`src/source/cellbuf_pkg.sv`:
```
`default_nettype none

package cellbuf_pkg;

    // Geometry
    localparam int PIXEL_W   = 8;
    localparam int CELL_PX   = 4;
    localparam int CELL_COLS = 8;
    localparam int WIN_WORDS = 8;
    localparam int ADDR_W    = 12;

    localparam int CELL_ROW_W = PIXEL_W * CELL_PX;
    localparam int COL_W      = $clog2(CELL_COLS);
    localparam int ROW_IDX_W  = $clog2(CELL_PX);
    localparam int SLOT_W     = $clog2(WIN_WORDS);

    // Byte offset bits of a 32-bit APB word
    localparam int WORD_LSB = 2;

    typedef logic [PIXEL_W-1:0]            pixel_t;
    typedef logic [CELL_ROW_W-1:0]         cell_row_t;
    typedef logic [CELL_PX*CELL_ROW_W-1:0] cell_rows_t;
    typedef logic [COL_W-1:0]              cell_col_t;
    typedef logic [ROW_IDX_W-1:0]          cell_row_idx_t;
    typedef logic [SLOT_W-1:0]             win_slot_t;
    typedef logic [ADDR_W-1:0]             apb_addr_t;

    // Address map
    localparam apb_addr_t PIX_BASE  = 12'h000;
    localparam apb_addr_t WIN_BASE  = 12'h100;
    localparam apb_addr_t CTRL_ADDR = 12'h200;

    localparam apb_addr_t PIX_SPAN = apb_addr_t'((CELL_COLS * CELL_PX) << WORD_LSB);
    localparam apb_addr_t WIN_SPAN = apb_addr_t'((CELL_COLS * WIN_WORDS) << WORD_LSB);

    // Line control bits
    localparam int CTRL_ADVANCE = 0;
    localparam int CTRL_CLEAR   = 1;

    // Window slots above the interior rows
    localparam win_slot_t SLOT_TOP   = 3'd4;
    localparam win_slot_t SLOT_LEFT  = 3'd5;
    localparam win_slot_t SLOT_RIGHT = 3'd6;
    localparam win_slot_t SLOT_ZERO  = 3'd7;

    typedef enum logic [1:0] {
        PORT_IDLE,
        PORT_READ_WAIT,
        PORT_RESP
    } port_state_e;

endpackage

`default_nettype wire

```
`src/source/cell_store.sv`:
```
`timescale 1ns/1ps
`default_nettype none

module cell_store
    import cellbuf_pkg::*;
(
    input  logic          clk,
    input  logic          rst_i,
    input  logic          wr_en_i,
    input  cell_col_t     wr_col_i,
    input  cell_row_idx_t wr_row_i,
    input  cell_row_t     wr_data_i,
    input  logic          line_advance_i,
    input  logic          line_clear_i,
    input  logic          rd_en_i,
    input  cell_col_t     rd_col_i,
    output cell_rows_t    center_rows_o,
    output cell_rows_t    left_rows_o,
    output cell_rows_t    right_rows_o,
    output cell_row_t     top_row_o
);

    // Four pixel rows per cell, row r in word r
    cell_rows_t pix_q [CELL_COLS];

    // Last row of each cell from the previous line
    cell_row_t  top_q [CELL_COLS];

    cell_col_t  left_col;
    cell_col_t  right_col;

    always_ff @(posedge clk) begin
        if (wr_en_i) begin
            pix_q[wr_col_i][wr_row_i*CELL_ROW_W +: CELL_ROW_W] <= wr_data_i;
        end
    end

    // Clear has priority over advance
    always_ff @(posedge clk) begin
        if (rst_i || line_clear_i) begin
            for (int c = 0; c < CELL_COLS; c++) begin
                top_q[c] <= '0;
            end
        end else if (line_advance_i) begin
            for (int c = 0; c < CELL_COLS; c++) begin
                top_q[c] <= pix_q[c][(CELL_PX-1)*CELL_ROW_W +: CELL_ROW_W];
            end
        end
    end

    // Neighbours wrap at the line ends
    assign left_col  = rd_col_i - cell_col_t'(1);
    assign right_col = rd_col_i + cell_col_t'(1);

    always_ff @(posedge clk) begin
        if (rd_en_i) begin
            center_rows_o <= pix_q[rd_col_i];
            left_rows_o   <= pix_q[left_col];
            right_rows_o  <= pix_q[right_col];
            top_row_o     <= top_q[rd_col_i];
        end
    end

    // The port sends one command per transfer
    a_no_write_on_advance: assert property (@(posedge clk) disable iff (rst_i)
        !(wr_en_i && line_advance_i));

endmodule

`default_nettype wire

```
`config.mk`:
```
export PLATFORM = sky130hd
export DESIGN_NAME = cell_store
export DESIGN_NICKNAME = d
export VERILOG_FILES = /design/src/source/cellbuf_pkg.sv /design/src/source/cell_store.sv
export SDC_FILE = /design/constraint.sdc
export NUM_CORES = 2
export LEC_CHECK = 0
export BUFFER_PORTS_ARGS = -buffer_cell sky130_fd_sc_hd__buf_2
export CELL_PAD_IN_SITES_DETAIL_PLACEMENT = 1
export CELL_PAD_IN_SITES_GLOBAL_PLACEMENT = 1
export CORE_ASPECT_RATIO = 1.25
export CORE_MARGIN = 2
export CORE_UTILIZATION = 56
export CTS_BUF_LIST = sky130_fd_sc_hd__clkbuf_8
export DETAILED_ROUTE_END_ITERATION = 16
export GPL_ROUTABILITY_DRIVEN = 0
export GPL_TIMING_DRIVEN = 1
export HOLD_SLACK_MARGIN = 0.03
export MAX_ROUTING_LAYER = met4
export PLACE_DENSITY_LB_ADDON = 0.1
export SKIP_LAST_GASP = 1
export SLEW_MARGIN = 20
export SYNTH_ARGS = -nofsm -noshare
export SYNTH_HDL_FRONTEND = slang
export SYNTH_SLANG_ARGS = --single-unit
```
`constraint.sdc`:
```
create_clock -name clk -period 7.9 [get_ports clk]
set_clock_uncertainty 0.1 [all_clocks]
set_input_delay 1.185 -clock clk [delete_from_list [all_inputs] [get_ports clk]]
set_output_delay 1.185 -clock clk [all_outputs]
set_load 0.02 [all_outputs]
```
### Yosys cells after proc, flatten, opt, wreduce, memory -nomap -nowiden

Memories as Yosys holds them, arrays and structs flattened. A register that Yosys moved wholly into a read port is not among the register bits.
Cells that the tools add are included.

| storage, ports and cells | value |
|---|---|
| bits in registers | 0 |
| bits in writable memories | 1,280 |
| latch bits | 0 |
| logic and storage cells | 31 |
| bits in read-only memories | 0 |
| memories kept | 2 |
| output and inout port bits | 416 |
| input bits | 46 |

| operators by class | value |
|---|---|
| multiply operators | 0 |
| bitwise logic cells | 8 |
| multiplexer cells | 15 |
| $lt $le $gt $ge | 0 |
| shift operators | 2 |
| add/subtract/negate cells | 3 |
| equal/unequal tests | 0 |
| div/mod/pow operators | 0 |
| reductions and logical operators | 1 |

Memories:

| name | words | width | read ports | clocked after memory_dff | wr ports | RTL line | source |
|---|---|---|---|---|---|---|---|
| pix_q | 8 | 128 | 11 | 3 | 1 | cell_store.sv:24 | `cell_rows_t pix_q [CELL_COLS];` |
| top_q | 8 | 32 | 1 | 1 | 8 | cell_store.sv:27 | `cell_row_t top_q [CELL_COLS];` |

Operators with widths:

| operator | number |
|---|---|
| two-way mux 32 bit | 8 |
| two-way mux 128 bit | 1 |
| variable shift 32 x 34 -> 128 bit (first input constant) | 1 |
| indexed part select 32 x 34 -> 128 bit | 1 |
| negation 7 -> 34 bit | 1 |
| bitwise OR 1 bit | 8 |
| two-way mux 1 bit | 6 |
| adder 3 x 1 -> 3 bit (second input constant) | 1 |
| subtractor 3 x 1 -> 3 bit (second input constant) | 1 |
| logical OR 1 bit | 1 |

### Depth between registers and ports, before layout

| depth | value |
|---|---|
| depth in word-level cells | 4 |
| depth in mapped cells | 12 |

### Worst setup path after synthesis

No wires, ideal clock.

| path | value |
|---|---|
| path kind | input to register |
| start | in line_advance_i |
| end | mem top_q[0][0] (netlist bit) (enable) |
| data required time | 7,166 ps |
| arrival | 6,654 ps |
| library setup time | 634 ps |
| stages on the path | 1 |
| setup slack | 512 ps |
| cells stage by stage | or3_1 |

RTL lines:

| what | RTL line | source |
|---|---|---|
| start, declared | cell_store.sv:13 | `input logic line_advance_i,` |
| end, declared | cell_store.sv:27 |  |

### Final worst setup path

| path | value |
|---|---|
| start | in rd_col_i[0] |
| end | reg right_rows_o[69] (read register of pix_q) (data pin) |

| between the ends | value |
|---|---|
| word-level cells in the longest chain between the ends | 1 |

Ends and longest elaborated chain:

| what | RTL line | source |
|---|---|---|
| start, declared | cell_store.sv:16 | `input cell_col_t rd_col_i,` |
| adder 3 x 1 -> 3 bit | cell_store.sv:53 | `assign right_col = rd_col_i + cell_col_t'(1);` |
| end, declared | cell_store.sv:19 | `output cell_rows_t right_rows_o,` |

Every way passes these cells.

==> results.md <==
* Status: finished, final reports clean
* Overall die height at 414 um
* Sequential share of the synthesized area at 0.675
* Longest Clk Path Bufs at 4
* Peak supply drop at 0.145 mV
* Core Box Area at 134000 um^2
* # Max-Cap Violations at 0
* Root buffer cell: clkbuf_8
* # IOs at 462
* Routed WL at 202000 um
* Crit Path Max Fanout at 187
* Grt ovf at 0
* Final Setup Violations at 0
* Syn_nets at 3687
* Post-CTS sizing at 0
* DRT iter0 DRCs at 3553
* Post-Syn Instances at 3634
* Post-Syn Area per Cell at 20.8 um^2
* Yosys cell types at 24
* YS warnings at 0
* Critical path endpoint category: register
* FMAX at 0.251 GHz
* Largest family of logic cells by synthesized area: multiplexers
* PortBufs at 461
* Post-route setup TNS at 0 ns
* XOR/XNOR share of the synthesized area at 0.000232
* P_leak at 0.0245 uW
* Relative slew slack at 0.250
* Initial antenna violation count at 36
* Final Cycle Share at 0.503
* Detail-routed via count per cell at 6.36
* Largest net degree at the start of global routing at 188
* Hold Path Class: reg -> reg
* Critical path class: in -> reg
* FP Rows at 150
* Synth Area in Compound Gates at 0
* Number of buffers created by CTS at 283
* Setup bufs post-CTS at 0
* #FFs+latches synth at 1696
* Pwr dens at 220 nW/um^2
* Final core occ at 0.633
* Pins Over Slew Limit at 0
* Die area at 138000 um^2
* DP Wirelength at 119000 um
* CTS tree: built
* Nets at 4263
* Final Hold Vio Count at 0
* Vias in the first global route at 42.2k
* Setup crit start kind: input port
* Critical Path RT at 8.48 ns
* RSZ-0062 raised after global routing: no
* Clk sink count at 1696
* # hold bufs at CTS at 0
* Via count at 39.3k
* DRC Markers at 0
* Worst-margin pin slew at 1.13 ns
* Starting density of the core at 0.564
* Global-route wire length before repair at 292000 um
* Gr usage total at 0.305
* Multiplexer share of the synthesized area at 0.272
* Routed Antenna Nets at 0
* Synth Area in Simple Gates at 0.0351
* Fin Hold WS at 0.464 ns
* Average routed wire per standard cell at 32.6 um
* Share of cells above drive strength 1 at 0.482
* CTS H-tree depth at 5
* Period minus WS final at 3.98 ns
* Post-Synth Adder-Cell Area at 0.00116
* Worst-skew pair later-pin latency at 0.99 ns
* WP data arrival at 4.56 ns
* Post-Syn Area at 75400 um^2
* Clock-pin transition on the worst setup and hold timing paths at 0.06 ns
* DR pass1 iterations at 7
* Area grow syn2layout at 12.2%
* Die X at 332 um
-- area by class of cell --
cell class	instances	area (um^2)
antenna	37	92.6
clock buffer	291	4010
sequential	1696	50900
multi-input combinational	1692	23600
timing repair buffer	533	2980
tap	1748	2190
clock inverter	179	763
inverter	4	22.5
fill	11200	49000
-- Yosys cell counts, drive strengths merged --
library cell,instances,area share
nand2,4,0.00020
clkbuf,84,0.0042
edfxtp,1696,0.68
or3,2,0.00017
nand3,1,0.000066
mux2,672,0.10
ha,7,0.0012
nor4b,1,0.00012
mux4,576,0.17
or3b,3,0.00035
nor3b,2,0.00020
buf,158,0.011
xor2,2,0.00023
nor4bb,1,0.00013
nor2,33,0.0016
nand3b,3,0.00030
and3b,1,0.00012
inv,4,0.00020
and2,384,0.032
-- where the power goes --
group | leakage (uW) | internal [uW] | total, uW | switching [uW]
registers | 0.0139 | 10200 | 10300 | 112
clock network | 0.00276 | 3450 | 6870 | 3410
logic | 0.00778 | 569 | 1480 | 916
-- placed cells by master (no fill, tap or decap), types with 4 or more instances in the layout --
cell type / n
mux2_1: 24
nand2_1: 4
mux4_2: 576
diode_2: 37
buf_4: 63
clkbuf_8: 291
mux2_2: 648
clkinvlp_4: 4
buf_12: 8
and2_1: 384
nor2_4: 33
clkinv_1: 67
buf_2: 458
inv_1: 90
ha_1: 6
clkinv_2: 19
edfxtp_1: 1696
-- metrics by stage --
stage | instances | total power, uW | setup WS, ns | cell area, um^2
after global placement | 5673 | 11900 | 3.05 | 79700
after detailed placement | 5673 | 12000 | 2.96 | 79700
after floorplan | 3634 | 11400 | 0.512 | 75400
after global routing | 6158 | 19200 | 3.78 | 84600
after CTS | 6143 | 18800 | 4.02 | 84500
final | 6180 | 18600 | 3.92 | 84600
-- path summary, 6_finish.rpt --
check / from / to / slack, ns / cells after the start
max: rd_col_i[0] / right_rows_o[69]$_DFFE_PP_ / 3.92 / 5
min: pix_q[2][100]$_DFFE_PP_ / top_q[2][4]$_SDFFCE_PN0P_ / 0.46 / 1
max reg2reg: pix_q[4][122]$_DFFE_PP_ / left_rows_o[122]$_DFFE_PP_ / 6.24 / 2
min reg2reg: pix_q[2][100]$_DFFE_PP_ / top_q[2][4]$_SDFFCE_PN0P_ / 0.46 / 1
-- critical path, stage by stage --
cell and delay [ns]:
buf_8 0.60, buf_4 0.83, buf_12 0.81, mux2_2 0.45, mux4_2 0.46
-- metal layers --
metal / part of all wire / routed length, um / GRT usage / vias up
met5: 0 / 0 / - / -
met4: 0.035 / 7040 / 0.122 / 0
met3: 0.087 / 17500 / 0.0741 / 314
met2: 0.50 / 101000 / 0.483 / 1713
met1: 0.38 / 76100 / 0.382 / 21100
li1: - / - / - / 16300
-- flip-flops by register name (all words and copies together) (netlist names) --
register       cells
pix_q           1024
top_q            256
center_rows_o    128
left_rows_o      128
right_rows_o     128
top_row_o         32
-- cell families after synthesis --
logic type                 Yosys count
DFF                               1696
muxes                             1248
and+or+nand+nor                    435
buffers and inverters              246
adders and majority gates            7
xor gates and xnor gates             2
Note: power is estimated with default switching activity, not from simulation.
