--- src/source/cellbuf_pkg.sv ---
`default_nettype none

package cellbuf_pkg;

    // Geometry
    localparam int PIXEL_W   = 8;
    localparam int CELL_PX   = 4;
    localparam int CELL_COLS = 8;
    localparam int WIN_WORDS = 8;
    localparam int ADDR_W    = 12;

    localparam int CELL_ROW_W = PIXEL_W * CELL_PX;
    localparam int COL_W      = $clog2(CELL_COLS);
    localparam int ROW_IDX_W  = $clog2(CELL_PX);
    localparam int SLOT_W     = $clog2(WIN_WORDS);

    // Byte offset bits of a 32-bit APB word
    localparam int WORD_LSB = 2;

    typedef logic [PIXEL_W-1:0]            pixel_t;
    typedef logic [CELL_ROW_W-1:0]         cell_row_t;
    typedef logic [CELL_PX*CELL_ROW_W-1:0] cell_rows_t;
    typedef logic [COL_W-1:0]              cell_col_t;
    typedef logic [ROW_IDX_W-1:0]          cell_row_idx_t;
    typedef logic [SLOT_W-1:0]             win_slot_t;
    typedef logic [ADDR_W-1:0]             apb_addr_t;

    // Address map
    localparam apb_addr_t PIX_BASE  = 12'h000;
    localparam apb_addr_t WIN_BASE  = 12'h100;
    localparam apb_addr_t CTRL_ADDR = 12'h200;

    localparam apb_addr_t PIX_SPAN = apb_addr_t'((CELL_COLS * CELL_PX) << WORD_LSB);
    localparam apb_addr_t WIN_SPAN = apb_addr_t'((CELL_COLS * WIN_WORDS) << WORD_LSB);

    // Line control bits
    localparam int CTRL_ADVANCE = 0;
    localparam int CTRL_CLEAR   = 1;

    // Window slots above the interior rows
    localparam win_slot_t SLOT_TOP   = 3'd4;
    localparam win_slot_t SLOT_LEFT  = 3'd5;
    localparam win_slot_t SLOT_RIGHT = 3'd6;
    localparam win_slot_t SLOT_ZERO  = 3'd7;

    typedef enum logic [1:0] {
        PORT_IDLE,
        PORT_READ_WAIT,
        PORT_RESP
    } port_state_e;

endpackage

`default_nettype wire

--- src/source/apb_cell_port.sv ---
`timescale 1ns/1ps
`default_nettype none

module apb_cell_port
    import cellbuf_pkg::*;
(
    input  logic          clk,
    input  logic          rst_i,
    input  logic          psel_i,
    input  logic          penable_i,
    input  logic          pwrite_i,
    input  apb_addr_t     paddr_i,
    input  cell_row_t     pwdata_i,
    input  cell_row_t     win_word_i,
    output cell_row_t     prdata_o,
    output logic          pready_o,
    output logic          pslverr_o,
    output logic          wr_en_o,
    output cell_col_t     wr_col_o,
    output cell_row_idx_t wr_row_o,
    output cell_row_t     wr_data_o,
    output logic          line_advance_o,
    output logic          line_clear_o,
    output logic          rd_en_o,
    output cell_col_t     rd_col_o,
    output win_slot_t     rd_slot_o
);

    port_state_e state_q;
    logic        accept;
    apb_addr_t   pix_off;
    apb_addr_t   win_off;
    logic        hit_pix;
    logic        hit_win;
    logic        hit_ctrl;
    logic        wr_pix;
    logic        rd_win;
    logic        wr_ctrl;
    logic        req_err;
    logic        pready_q;
    logic        pslverr_q;
    logic        rd_data_q;

    // Setup cycle of a new transfer
    assign accept = psel_i && !penable_i && (state_q == PORT_IDLE);

    // Unsigned offsets wrap, so one compare checks both bounds
    assign pix_off  = paddr_i - PIX_BASE;
    assign win_off  = paddr_i - WIN_BASE;
    assign hit_pix  = pix_off < PIX_SPAN;
    assign hit_win  = win_off < WIN_SPAN;
    assign hit_ctrl = paddr_i[ADDR_W-1:WORD_LSB] == CTRL_ADDR[ADDR_W-1:WORD_LSB];

    assign wr_pix  = hit_pix && pwrite_i;
    assign rd_win  = hit_win && !pwrite_i;
    assign wr_ctrl = hit_ctrl && pwrite_i;
    assign req_err = !(wr_pix || rd_win || wr_ctrl);

    always_ff @(posedge clk) begin
        if (rst_i) begin
            state_q        <= PORT_IDLE;
            pready_q       <= 1'b0;
            pslverr_q      <= 1'b0;
            rd_data_q      <= 1'b0;
            wr_en_o        <= 1'b0;
            line_advance_o <= 1'b0;
            line_clear_o   <= 1'b0;
            rd_en_o        <= 1'b0;
        end else begin
            // Commands last one cycle
            wr_en_o        <= 1'b0;
            line_advance_o <= 1'b0;
            line_clear_o   <= 1'b0;
            rd_en_o        <= 1'b0;
            case (state_q)
                PORT_IDLE: begin
                    if (accept) begin
                        wr_en_o        <= wr_pix;
                        line_advance_o <= wr_ctrl && pwdata_i[CTRL_ADVANCE]
                                          && !pwdata_i[CTRL_CLEAR];
                        line_clear_o   <= wr_ctrl && pwdata_i[CTRL_CLEAR];
                        rd_en_o        <= rd_win;
                        rd_data_q      <= rd_win;
                        pslverr_q      <= req_err;
                        if (rd_win) begin
                            state_q <= PORT_READ_WAIT;
                        end else begin
                            pready_q <= 1'b1;
                            state_q  <= PORT_RESP;
                        end
                    end
                end
                PORT_READ_WAIT: begin
                    pready_q <= 1'b1;
                    state_q  <= PORT_RESP;
                end
                PORT_RESP: begin
                    pready_q  <= 1'b0;
                    pslverr_q <= 1'b0;
                    rd_data_q <= 1'b0;
                    state_q   <= PORT_IDLE;
                end
                default: state_q <= PORT_IDLE;
            endcase
        end
    end

    // Request fields, held until the response
    always_ff @(posedge clk) begin
        if (accept) begin
            wr_col_o  <= pix_off[WORD_LSB+ROW_IDX_W +: COL_W];
            wr_row_o  <= pix_off[WORD_LSB +: ROW_IDX_W];
            wr_data_o <= pwdata_i;
            rd_col_o  <= win_off[WORD_LSB+SLOT_W +: COL_W];
            rd_slot_o <= win_off[WORD_LSB +: SLOT_W];
        end
    end

    assign pready_o  = pready_q;
    assign pslverr_o = pslverr_q;
    assign prdata_o  = (rd_data_q && pready_q) ? win_word_i : '0;

    a_setup_before_access: assert property (@(posedge clk) disable iff (rst_i)
        $rose(penable_i) |-> $past(psel_i && !penable_i));

    a_ready_in_access: assert property (@(posedge clk) disable iff (rst_i)
        pready_o |-> psel_i && penable_i);

endmodule

`default_nettype wire

--- config.mk ---
export PLATFORM = sky130hd
export DESIGN_NAME = apb_cell_port
export DESIGN_NICKNAME = d
export VERILOG_FILES = /design/src/source/cellbuf_pkg.sv /design/src/source/apb_cell_port.sv
export SDC_FILE = /design/constraint.sdc
export NUM_CORES = 1
export LEC_CHECK = 0
export BUFFER_PORTS_ARGS = -buffer_cell sky130_fd_sc_hd__buf_2
export CORE_ASPECT_RATIO = 1.5
export CORE_UTILIZATION = 30
export CTS_CLUSTER_SIZE = 20
export DETAILED_ROUTE_END_ITERATION = 6
export GPL_TIMING_DRIVEN = 0
export PLACE_DENSITY = 0.67
export SYNTH_ARGS = -nofsm -noshare
export SYNTH_HDL_FRONTEND = slang
export SYNTH_SLANG_ARGS = --single-unit
--- constraint.sdc ---
create_clock -name clk -period 4.8 [get_ports clk]
set_input_delay 0.72 -clock clk [delete_from_list [all_inputs] [get_ports clk]]
set_output_delay 0.72 -clock clk [all_outputs]
set_load 0.03 [all_outputs]
* Word level (Yosys, flattened, before mapping)
Index checks and enable logic that the tools add are counted.
** Word-level totals
- Register bits :: 52
- Input port bits :: 81
- Output and inout port bits :: 81
- Word-level logic and storage cells :: 55
** Operators by class
- Add/sub/neg operators :: 1
- Order comparisons :: 2
- Equality and inequality tests :: 5
- Muxes and demuxes :: 11
- Bitwise operators :: 2
- Reduce and logical (&&, ||, !) cells :: 21
** Operator list (count)
- 32-bit 2-to-1 mux :: 1
- 12-bit by 8-bit < comparator with 1-bit output (second input constant) :: 1
- 12-bit by 9-bit < comparator with 1-bit output (second input constant) :: 1
- 12-bit by 9-bit subtractor with 12-bit output (second input constant) :: 1
- 10-bit by 8-bit == test with 1-bit output (second input constant) :: 1
- 1-bit logical AND :: 9
- 1-bit zero test :: 4
- 1-bit 2-to-1 mux :: 4
- 2-bit 2-to-1 mux :: 2
- 2-bit != test (second input constant) :: 2
- 1-bit case mux with 2 select lines :: 2
- 2-bit case mux with 2 select lines :: 1
- 1-bit case mux with 3 select lines :: 1
- 3-bit AND reduction :: 1
- 3-bit nonzero test :: 1
- 3-bit OR reduction :: 1
- 2-bit by 1-bit == test with 1-bit output (second input constant) :: 1
- 2-bit == test (second input constant) :: 1
- 2-bit zero test :: 1
- 1-bit logical OR :: 2
- 1-bit NOT :: 2
- 2-bit AND reduction :: 1
- 2-bit nonzero test :: 1

* Depth between registers and ports, before layout
Gate-level depths: netlist of run 1.
- Word-level depth :: 8
- Gate-level depth with buffers :: 4
- Gate-level depth less buffers :: 4

* Worst setup path before layout of run 1
Ideal clock, no wire load.
- Kind :: input port to flip-flop
- Start :: input port penable_i
- End :: register rd_col_o[1] (enable)
- Setup time :: 0.483 ns
- Arrival time :: 3.564 ns
- Required time :: 4.317 ns
- Path slack :: 0.753 ns
- Cell stages on the path :: 2
- Buffers on the path :: 0
- Path through :: nand2b_1 > nor3_1
** On the way
- Longest elaborated chain between the ends :: 3
** RTL lines
- from (decl) :: RTL line apb_cell_port.sv:10 : input logic penable_i,
- 1-bit zero test :: RTL line apb_cell_port.sv:45 : assign accept = psel_i && !penable_i && (state_q == PORT_IDLE);
- 1-bit logical AND (2 in a row) :: RTL line apb_cell_port.sv:45
- net accept :: RTL line apb_cell_port.sv:30 : logic accept;
- to (signal assigned) :: RTL line apb_cell_port.sv:114 : rd_col_o <= win_off[WORD_LSB+SLOT_W +: COL_W];
- to (decl) :: RTL line apb_cell_port.sv:25 : output cell_col_t rd_col_o,
The timed path passes the listed nets, and every way through them passes these cells.
A chain may end at the register's enable or synchronous reset.

* Worst setup path in the final report of run 1
- Start :: register pready_q (netlist: pready_o)
- End :: output port prdata_o[24]
** On the way
- Longest elaborated chain between the ends :: 2
** RTL lines
- from (decl) :: RTL line apb_cell_port.sv:40 : logic pready_q;
- from (signal assigned) :: RTL line apb_cell_port.sv:62 : pready_q <= 1'b0;
- from (signal assigned) :: RTL line apb_cell_port.sv:88 : pready_q <= 1'b1;
- from (signal assigned) :: RTL line apb_cell_port.sv:94 : pready_q <= 1'b1;
- 1-bit logical AND :: RTL line apb_cell_port.sv:121 : assign prdata_o = (rd_data_q && pready_q) ? win_word_i : '0;
- 32-bit 2-to-1 mux :: RTL line apb_cell_port.sv:121
- to (decl) :: RTL line apb_cell_port.sv:15 : output cell_row_t prdata_o,
Every way passes these cells.

==> flow_summary.rst, run 1 <==
.. list-table::
   :header-rows: 1

   * - Metric
     - Value
   * - Result of the run
     - finished, final reports clean
   * - Total area of sequential cells
     - 1320 um2
   * - Sw Pwr
     - about 0.19 mW
   * - 1st-iter DRT viols
     - 79
   * - Ant. Diodes
     - 0
   * - Cell-by-cell trace of the critical path
     - clkbuf_1 -> and3_1 -> buf_2
   * - Sequential power share
     - 51.8%
   * - Post-layout worst setup margin
     - 2570 ps
   * - Data required time of the worst path
     - 4080 ps
   * - Leftover overflow at the end of global routing
     - 0
   * - CP endpoint kind
     - output port
   * - Number of filler instances in the final layout
     - 550
   * - Synthesis-stage register bit count
     - 47
   * - Dominant cell type by area after synthesis
     - edfxtp_1
   * - Largest vdd supply drop
     - 137 uV
   * - PwrDens
     - 314 nW/um2
   * - Most frequent cell after synthesis
     - edfxtp_1
   * - WHS
     - 531 ps
   * - Portion of total power attributed to the clock network
     - 36.4%
   * - Vias in the first global route
     - 1,534
   * - Slew at the pin closest to its max-slew limit
     - 762 ps
   * - Average vias per placed instance
     - 4.54
   * - Final setup violating endpoints
     - 0
   * - Element type at the critical path start
     - flip-flop
   * - Max-slew violations
     - 0
   * - Int Power
     - 0.708 mW
   * - Number of antenna-violating nets in the routed design
     - 0
   * - Post-synthesis instance area
     - approximately 1800 um2
   * - Arrival time reported for the critical path endpoint
     - 1510 ps
   * - Synth unique cells
     - 23
   * - Slowest cell delay on critical path
     - 500 ps
   * - Initial standard-cell utilization of the core
     - a little under a third
   * - Post-synthesis instance total
     - 122
   * - Count of cells resized by post-cts repair
     - 0
   * - Top delay family on crit path
     - flip-flops
   * - TritonRoute pass-1 iters
     - 4
   * - Sequential fraction of the synthesis area
     - between 70% and 80%
   * - Layout Utilization
     - about half
   * - Die Ht
     - approximately 97 um
   * - TritonCTS clock tree
     - yes
   * - Synth Net Count
     - 203
   * - First-pass GRT wire length
     - 6690 um
   * - LEAKAGE
     - ~1.5 nW
   * - Count of buffers added by post-CTS timing repair for setup
     - 0
   * - Part of the power in combinational logic
     - 11.8%
   * - Min Clock Period, post-route
     - ~2200 ps
   * - DP Wirelength
     - 3670 um
   * - Most frequent cells after synthesis
     - edfxtp_1, and3_1, dfxtp_1
   * - CTS Sinks
     - 47
   * - Count of placed standard cells in the final layout, fillers left out
     - 364
   * - Largest fanout of any net on the critical path
     - 10
   * - Routed length per placed instance
     - 12.1 um
   * - Remaining design rule violation count
     - 0
   * - Area of the multi-input gates
     - 412 um2
   * - Synth Area per Inst
     - between 10 and 15 um2
   * - Clock insertion delay at the later pin of the skew report
     - slightly below 300 ps
   * - Placed Cells
     - 356
   * - Leading post-synthesis cells by cell area
     - edfxtp_1, and3_1, dfxtp_1, buf_4, nor2b_1
   * - Type of the most critical hold path
     - flip-flop to flip-flop
   * - Switching share of power
     - 20.9%
   * - Worst setup skew after layout
     - 4.82 ps
   * - Count of flip-flops with a built-in enable after synthesis
     - 38
   * - FP Rows
     - 34
   * - Area growth syn-to-layout
     - 59.0%
   * - Number of clock buffers inserted by TritonCTS
     - 5
   * - Width of the chip
     - 65.1 um
   * - Vias
     - 1,651
   * - Final Hold Violating Endpoints
     - 0
   * - Number of synthesis warnings
     - 0
   * - Max_cap viols
     - 0
   * - Root buf cell
     - clkbuf_8
   * - Crit Path Category
     - flip-flop to output port
   * - Count of hold buffers inserted by post-cts repair
     - 0
   * - Number of ports placed on the die boundary
     - 162
   * - Final total power
     - between 0.8 and 0.9 mW
   * - Slew margin rel.
     - roughly half
   * - Final worst-path cycle share
     - 46.5%
   * - Total GRT Usage
     - roughly 14%
   * - Net count of the finished layout
     - 372
   * - Cell type of the slowest stage on the worst timing path
     - dfxtp_1
   * - Setup repair after global routing missed its margin
     - no
   * - Clk slew on worst S/H paths
     - 80 ps
   * - Number of buffers and inverters on the critical path
     - 2
   * - Floorplan die area
     - 6290 um2
   * - Number of buffer cells added on primary ports
     - 159
   * - Buffer levels on the longest clock path
     - 2
   * - Std-Cell Core Area
     - 5790 um2
   * - Antenna violations before repair
     - 0
   * - GPL Wtd Cong
     - roughly 0.85
   * - Maximum operating frequency
     - 448 MHz
   * - Primary flip-flop cell chosen by synthesis mapping
     - edfxtp_1
   * - Deepest level of the CTS H-tree
     - 2
   * - Routed wire length
     - 4400 um
   * - Pre-CTS setup slack
     - 2410 ps
   * - Proportion of netlist area held by the largest area contributor
     - 63.7%
   * - Proportion of synthesized flip-flops having asynchronous set or reset
     - 0%
   * - Share of cells above drive strength 1
     - 61.0%
   * - Largest net degree at the start of global routing
     - 15
## path summary, 6_finish.rpt
kind                                start                      to  slack, ps  depth (start not counted)
setup / recovery    pready_o$_SDFFE_PP0P_            prdata_o[24]       2570                          3
hold / removal     rd_data_q$_SDFFE_PP0P_  rd_data_q$_SDFFE_PP0P_        530                          2
setup reg to reg  state_q[1]$_SDFFE_PP0P_  wr_data_o[8]$_DFFE_PP_       3050                          3
hold reg to reg    rd_data_q$_SDFFE_PP0P_  rd_data_q$_SDFFE_PP0P_        530                          2
## power by group through the flow
stage	combinational (mW)	clock, mW	sequential [mW]
5_1_grt	0.114	0.355	0.466
4_1_cts	0.107	0.338	0.464
3_5_place_dp	0.107	0	0.474
6_report	0.106	0.326	0.464
2_1_floorplan	0.0213	0	0.505
3_3_place_gp	0.101	0	0.475
## cells in the final DEF (no fill, tap or decap), types with 2 or more instances in the layout
| cell | instances |
|---|---|
| nor2b_1 | 4 |
| clkbuf_1 | 7 |
| buf_6 | 3 |
| nor3_1 | 2 |
| edfxtp_1 | 38 |
| buf_2 | 159 |
| nand4_1 | 2 |
| clkbuf_8 | 5 |
| nand2_1 | 3 |
| a21oi_1 | 2 |
| dfxtp_1 | 9 |
| buf_4 | 5 |
| and3_1 | 33 |
| nor2_1 | 5 |
| bufinv_16 | 2 |
## per-stage QoR
stage          instance area (um2)  TNS, ps
2_1_floorplan                 1790        0
3_3_place_gp                  2680   -15430
3_5_place_dp                  2720        0
4_1_cts                       2850        0
5_1_grt                       2850        0
6_report                      2850        0
## registers in the layout, indices dropped and copies added (netlist names)
| register | count |
|---|---|
| line_advance_o | 1 |
| line_clear_o | 1 |
| pready_o | 1 |
| pslverr_o | 1 |
| rd_col_o | 2 |
| rd_data_q | 1 |
| rd_en_o | 1 |
| rd_slot_o | 1 |
| state_q | 2 |
| wr_col_o | 2 |
| wr_data_o | 32 |
| wr_en_o | 1 |
| wr_row_o | 1 |
## area by class of cell
type                    count  area share [%]
clock inverters             2            2.11
repair buffers            162            29.1
plain buffers              11            2.11
flip-flops and latches     47            46.4
well taps                  72            3.16
clock buffers               6            2.55
inverters                   1           0.132
multi-input cells          63            14.4
## worst reg2reg max path: stages, from the launching register on
cell     delay, ps
dfxtp_1        370
nor3_2         660
buf_6          250
buf_6          170
## cells by family after synthesis
group	share of synthesized area (%)
buffers and inverters	3.56
AND/OR/NAND/NOR	19.8
flip-flops	73.7
AO/OA/AOI/OAI	2.86
## routing by layer
layer  routed length, um  up-vias  track usage [%]  part of all wire, %
met5                   0        -                0                    0
met4                  93        0             6.69                  2.1
met3                 482        9             3.42                   11
met2                2380      123             27.3                   54
met1                1440      732             12.8                   33
li1                    -      787                -                    -
Power figures use the tool's default switching activity.
==> run 2: changes to the inputs <==
==> constraint.sdc (replaced) <==
create_clock -name clk -period 2.25 [get_ports clk]
set_input_delay 0.3375 -clock clk [delete_from_list [all_inputs] [get_ports clk]]
set_output_delay 0.3375 -clock clk [all_outputs]
set_load 0.03 [all_outputs]
==> run 2 against run 1 <==
Against the previous run: sequential power grew 110%; sequential share of layout area shrank 0.24 points; worst setup slack got worse by 2200 ps; first-iteration DRC count increased by 10%; cell count is 0.27% lower; flip-flop and latch count stayed put; non-clock buffer count decreased by 1; core utilization increased by 0.26 points; combinational power grew 120%; wire length is 3.6% higher; die area is the same; critical path type unchanged; largest power group unchanged; highest routed layer unchanged.
==> flow_summary.rst, run 2 (same netlist as run 1, synthesis figures left out) <==
.. list-table::
   :header-rows: 1

   * - Metric
     - Value
   * - Sw Pwr
     - 0.415 mW
   * - Accumulated negative setup slack
     - 0 ps
   * - Count of hold buffers inserted by post-cts repair
     - 0
   * - Count of cells resized by post-cts repair
     - 0
   * - Most common library cell in the layout ignoring fill and taps
     - buf_2
   * - Largest fanout of any net on the critical path
     - 10
   * - PwrDens
     - 673 nW/um2
   * - Element type at the critical path start
     - flip-flop
   * - Leftover overflow at the end of global routing
     - 0
   * - Type of the most critical hold path
     - primary input to flip-flop
   * - Part of the power in combinational logic
     - between 10% and 20%
   * - Count of placed standard cells in the final layout, fillers left out
     - 363
   * - Ant. Diodes
     - 0
   * - Routed wire length
     - 4560 um
   * - Number of filler instances in the final layout
     - 526
   * - Post-layout worst setup margin
     - 416 ps
   * - Initial standard-cell utilization of the core
     - a little over 30%
   * - Crit Path Category
     - flip-flop to output port
   * - Highest-count cells in the layout ignoring fill and taps
     - buf_2, edfxtp_1, and3_1
   * - Crit. Startpoint
     - pready_o$_SDFFE_PP0P_
   * - Sequential power share
     - 51.3%
   * - Area growth syn-to-layout
     - 59.8%
   * - Endpoint of the most critical setup path
     - prdata_o[3]
   * - First-pass GRT wire length
     - between 6000 and 7000 um
   * - Vias
     - 1,618
   * - Slew margin rel.
     - 58.3%
   * - Slew at the pin closest to its max-slew limit
     - around 620 ps
   * - Buffer levels on the longest clock path
     - 2
   * - Number of antenna-violating nets in the routed design
     - 0
   * - Int Power
     - ~1.5 mW
   * - Data required time of the worst path
     - 1910 ps
   * - Number of ports placed on the die boundary
     - between 150 and 200
   * - Register-to-register path setup slack
     - 720 ps
   * - Switching share of power
     - 21.5%
   * - LEAKAGE
     - 1.49 nW
   * - Placed Cells
     - ~360
   * - Max reg flops
     - 32
   * - Final total power
     - 1.93 mW
   * - DP Wirelength
     - 3770 um
   * - Remaining design rule violation count
     - 0
   * - Post-Layout Inst Area
     - ~2900 um2
   * - Share of cells above drive strength 1
     - 60.8%
   * - Average vias per placed instance
     - 4.46
   * - Count of buffers added by post-CTS timing repair for setup
     - 0
   * - Worst setup skew after layout
     - 6.98 ps
   * - GPL Wtd Cong
     - 0.880
   * - Floorplan die area
     - between 6000 and 7000 um2
   * - Largest net degree at the start of global routing
     - 19
   * - FP Rows
     - 34
   * - Maximum operating frequency
     - 545 MHz
   * - Max_cap viols
     - 0
   * - Number of clock buffers inserted by TritonCTS
     - 5
   * - Min Clock Period, post-route
     - 1830 ps
   * - Reg-to-reg startpoint
     - state_q[1]$_SDFFE_PP0P_
   * - Clock insertion delay at the later pin of the skew report
     - 290 ps
   * - Final Hold Violating Endpoints
     - 0
   * - Width of the chip
     - approximately 65 um
   * - Register with the most flip-flops
     - wr_data_o
   * - Final worst-path cycle share
     - just over 80%
   * - Pre-CTS setup slack
     - 463 ps
   * - TritonRoute pass-1 iters
     - 5
   * - Largest vdd supply drop
     - 318 uV
   * - 1st-iter DRT viols
     - between 80 and 90
   * - Antenna violations before repair
     - 0
   * - Vias in the first global route
     - roughly 1,500
   * - Number of buffer cells added on primary ports
     - 159
   * - Setup repair after global routing missed its margin
     - no
   * - Clk slew on worst S/H paths
     - approximately 80 ps
   * - CTS Sinks
     - 47
   * - Net count of the finished layout
     - 371
   * - Total GRT Usage
     - 14.4%
   * - Max-slew violations
     - 0
   * - Final setup violating endpoints
     - 0
   * - Die Ht
     - 96.7 um
   * - Arrival time reported for the critical path endpoint
     - 1500 ps
   * - Terminus of the critical flop-to-flop path
     - rd_data_q$_SDFFE_PP0P_
   * - Deepest level of the CTS H-tree
     - 2
   * - Instance area after placement
     - between 2000 and 3000 um2
   * - TritonCTS clock tree
     - yes
   * - Portion of total power attributed to the clock network
     - 36.9%
   * - Worst Reg2Reg Path Length in Cells
     - 4
   * - Std-Cell Core Area
     - roughly 5800 um2
   * - Routed length per placed instance
     - between 10 and 15 um
   * - CP endpoint kind
     - output port
   * - Root buf cell
     - clkbuf_8
   * - Result of the run
     - finished, final reports clean
-- run 2: cell count changes in the layout (fill, tap and decap cells not counted), sizes merged --
cell  before  now
buf      167  166
-- run 2: power groups by stage --
stage | Sequential [mW] | Combinational [mW] | Clock (mW)
final | 0.989 | 0.229 | 0.711
after global placement | 1.01 | 0.218 | 0
after floorplan | 1.07 | 0.0465 | 0
after detailed placement | 1.01 | 0.232 | 0
after global routing | 0.993 | 0.246 | 0.755
after CTS | 0.989 | 0.233 | 0.726
-- run 2: worst max-delay path, cell delays in order (launching register included) --
cell	delay (ps)
dfxtp_1	490
clkbuf_1	270
and3_1	240
buf_2	210
-- run 2: how the worst min path moves through the flow --
stage                             from                 endpoint  slack, ps  cells past startpoint
final                     pwdata_i[15]  wr_data_o[15]$_DFFE_PP_        210                      1
after detailed placement   pwdata_i[8]   wr_data_o[8]$_DFFE_PP_        520                      1
after floorplan                  rst_i   rd_data_q$_SDFFE_PP0P_        410                      1
after global placement     pwdata_i[7]   wr_data_o[7]$_DFFE_PP_        510                      1
after global routing       pwdata_i[6]   wr_data_o[6]$_DFFE_PP_        200                      1
after CTS                  pwdata_i[6]   wr_data_o[6]$_DFFE_PP_        210                      1
-- run 2: metrics by stage --
stage	utilization (%)	hold WS (ps)
floorplan	-	407
global placement	46.5	514
detailed placement	47.2	516
CTS	49.5	207
global route	49.5	201
finish	49.5	214
-- run 2: area by class of cell --
cell class              instances  area, um2  share of cell area (%)
clock buffers                   6       72.6                    2.53
well taps                      72       90.1                    3.15
repair buffers                161        838                    29.3
multi-input cells              63        418                    14.6
inverters                       1       3.75                   0.131
flip-flops and latches         47       1320                    46.1
plain buffers                  11       60.1                    2.10
clock inverters                 2       60.1                    2.10
-- run 2: layer usage --
metal / track usage (%) / wire [um] / part of all wire [%] / vias to the layer above
met1: 14.0 / 1590 / 35 / 704
met5: 0 / 0 / 0 / -
met2: 28.4 / 2430 / 53 / 122
met4: 5.02 / 68 / 1.5 / 0
li1: - / - / - / 787
met3: 2.95 / 465 / 10 / 5
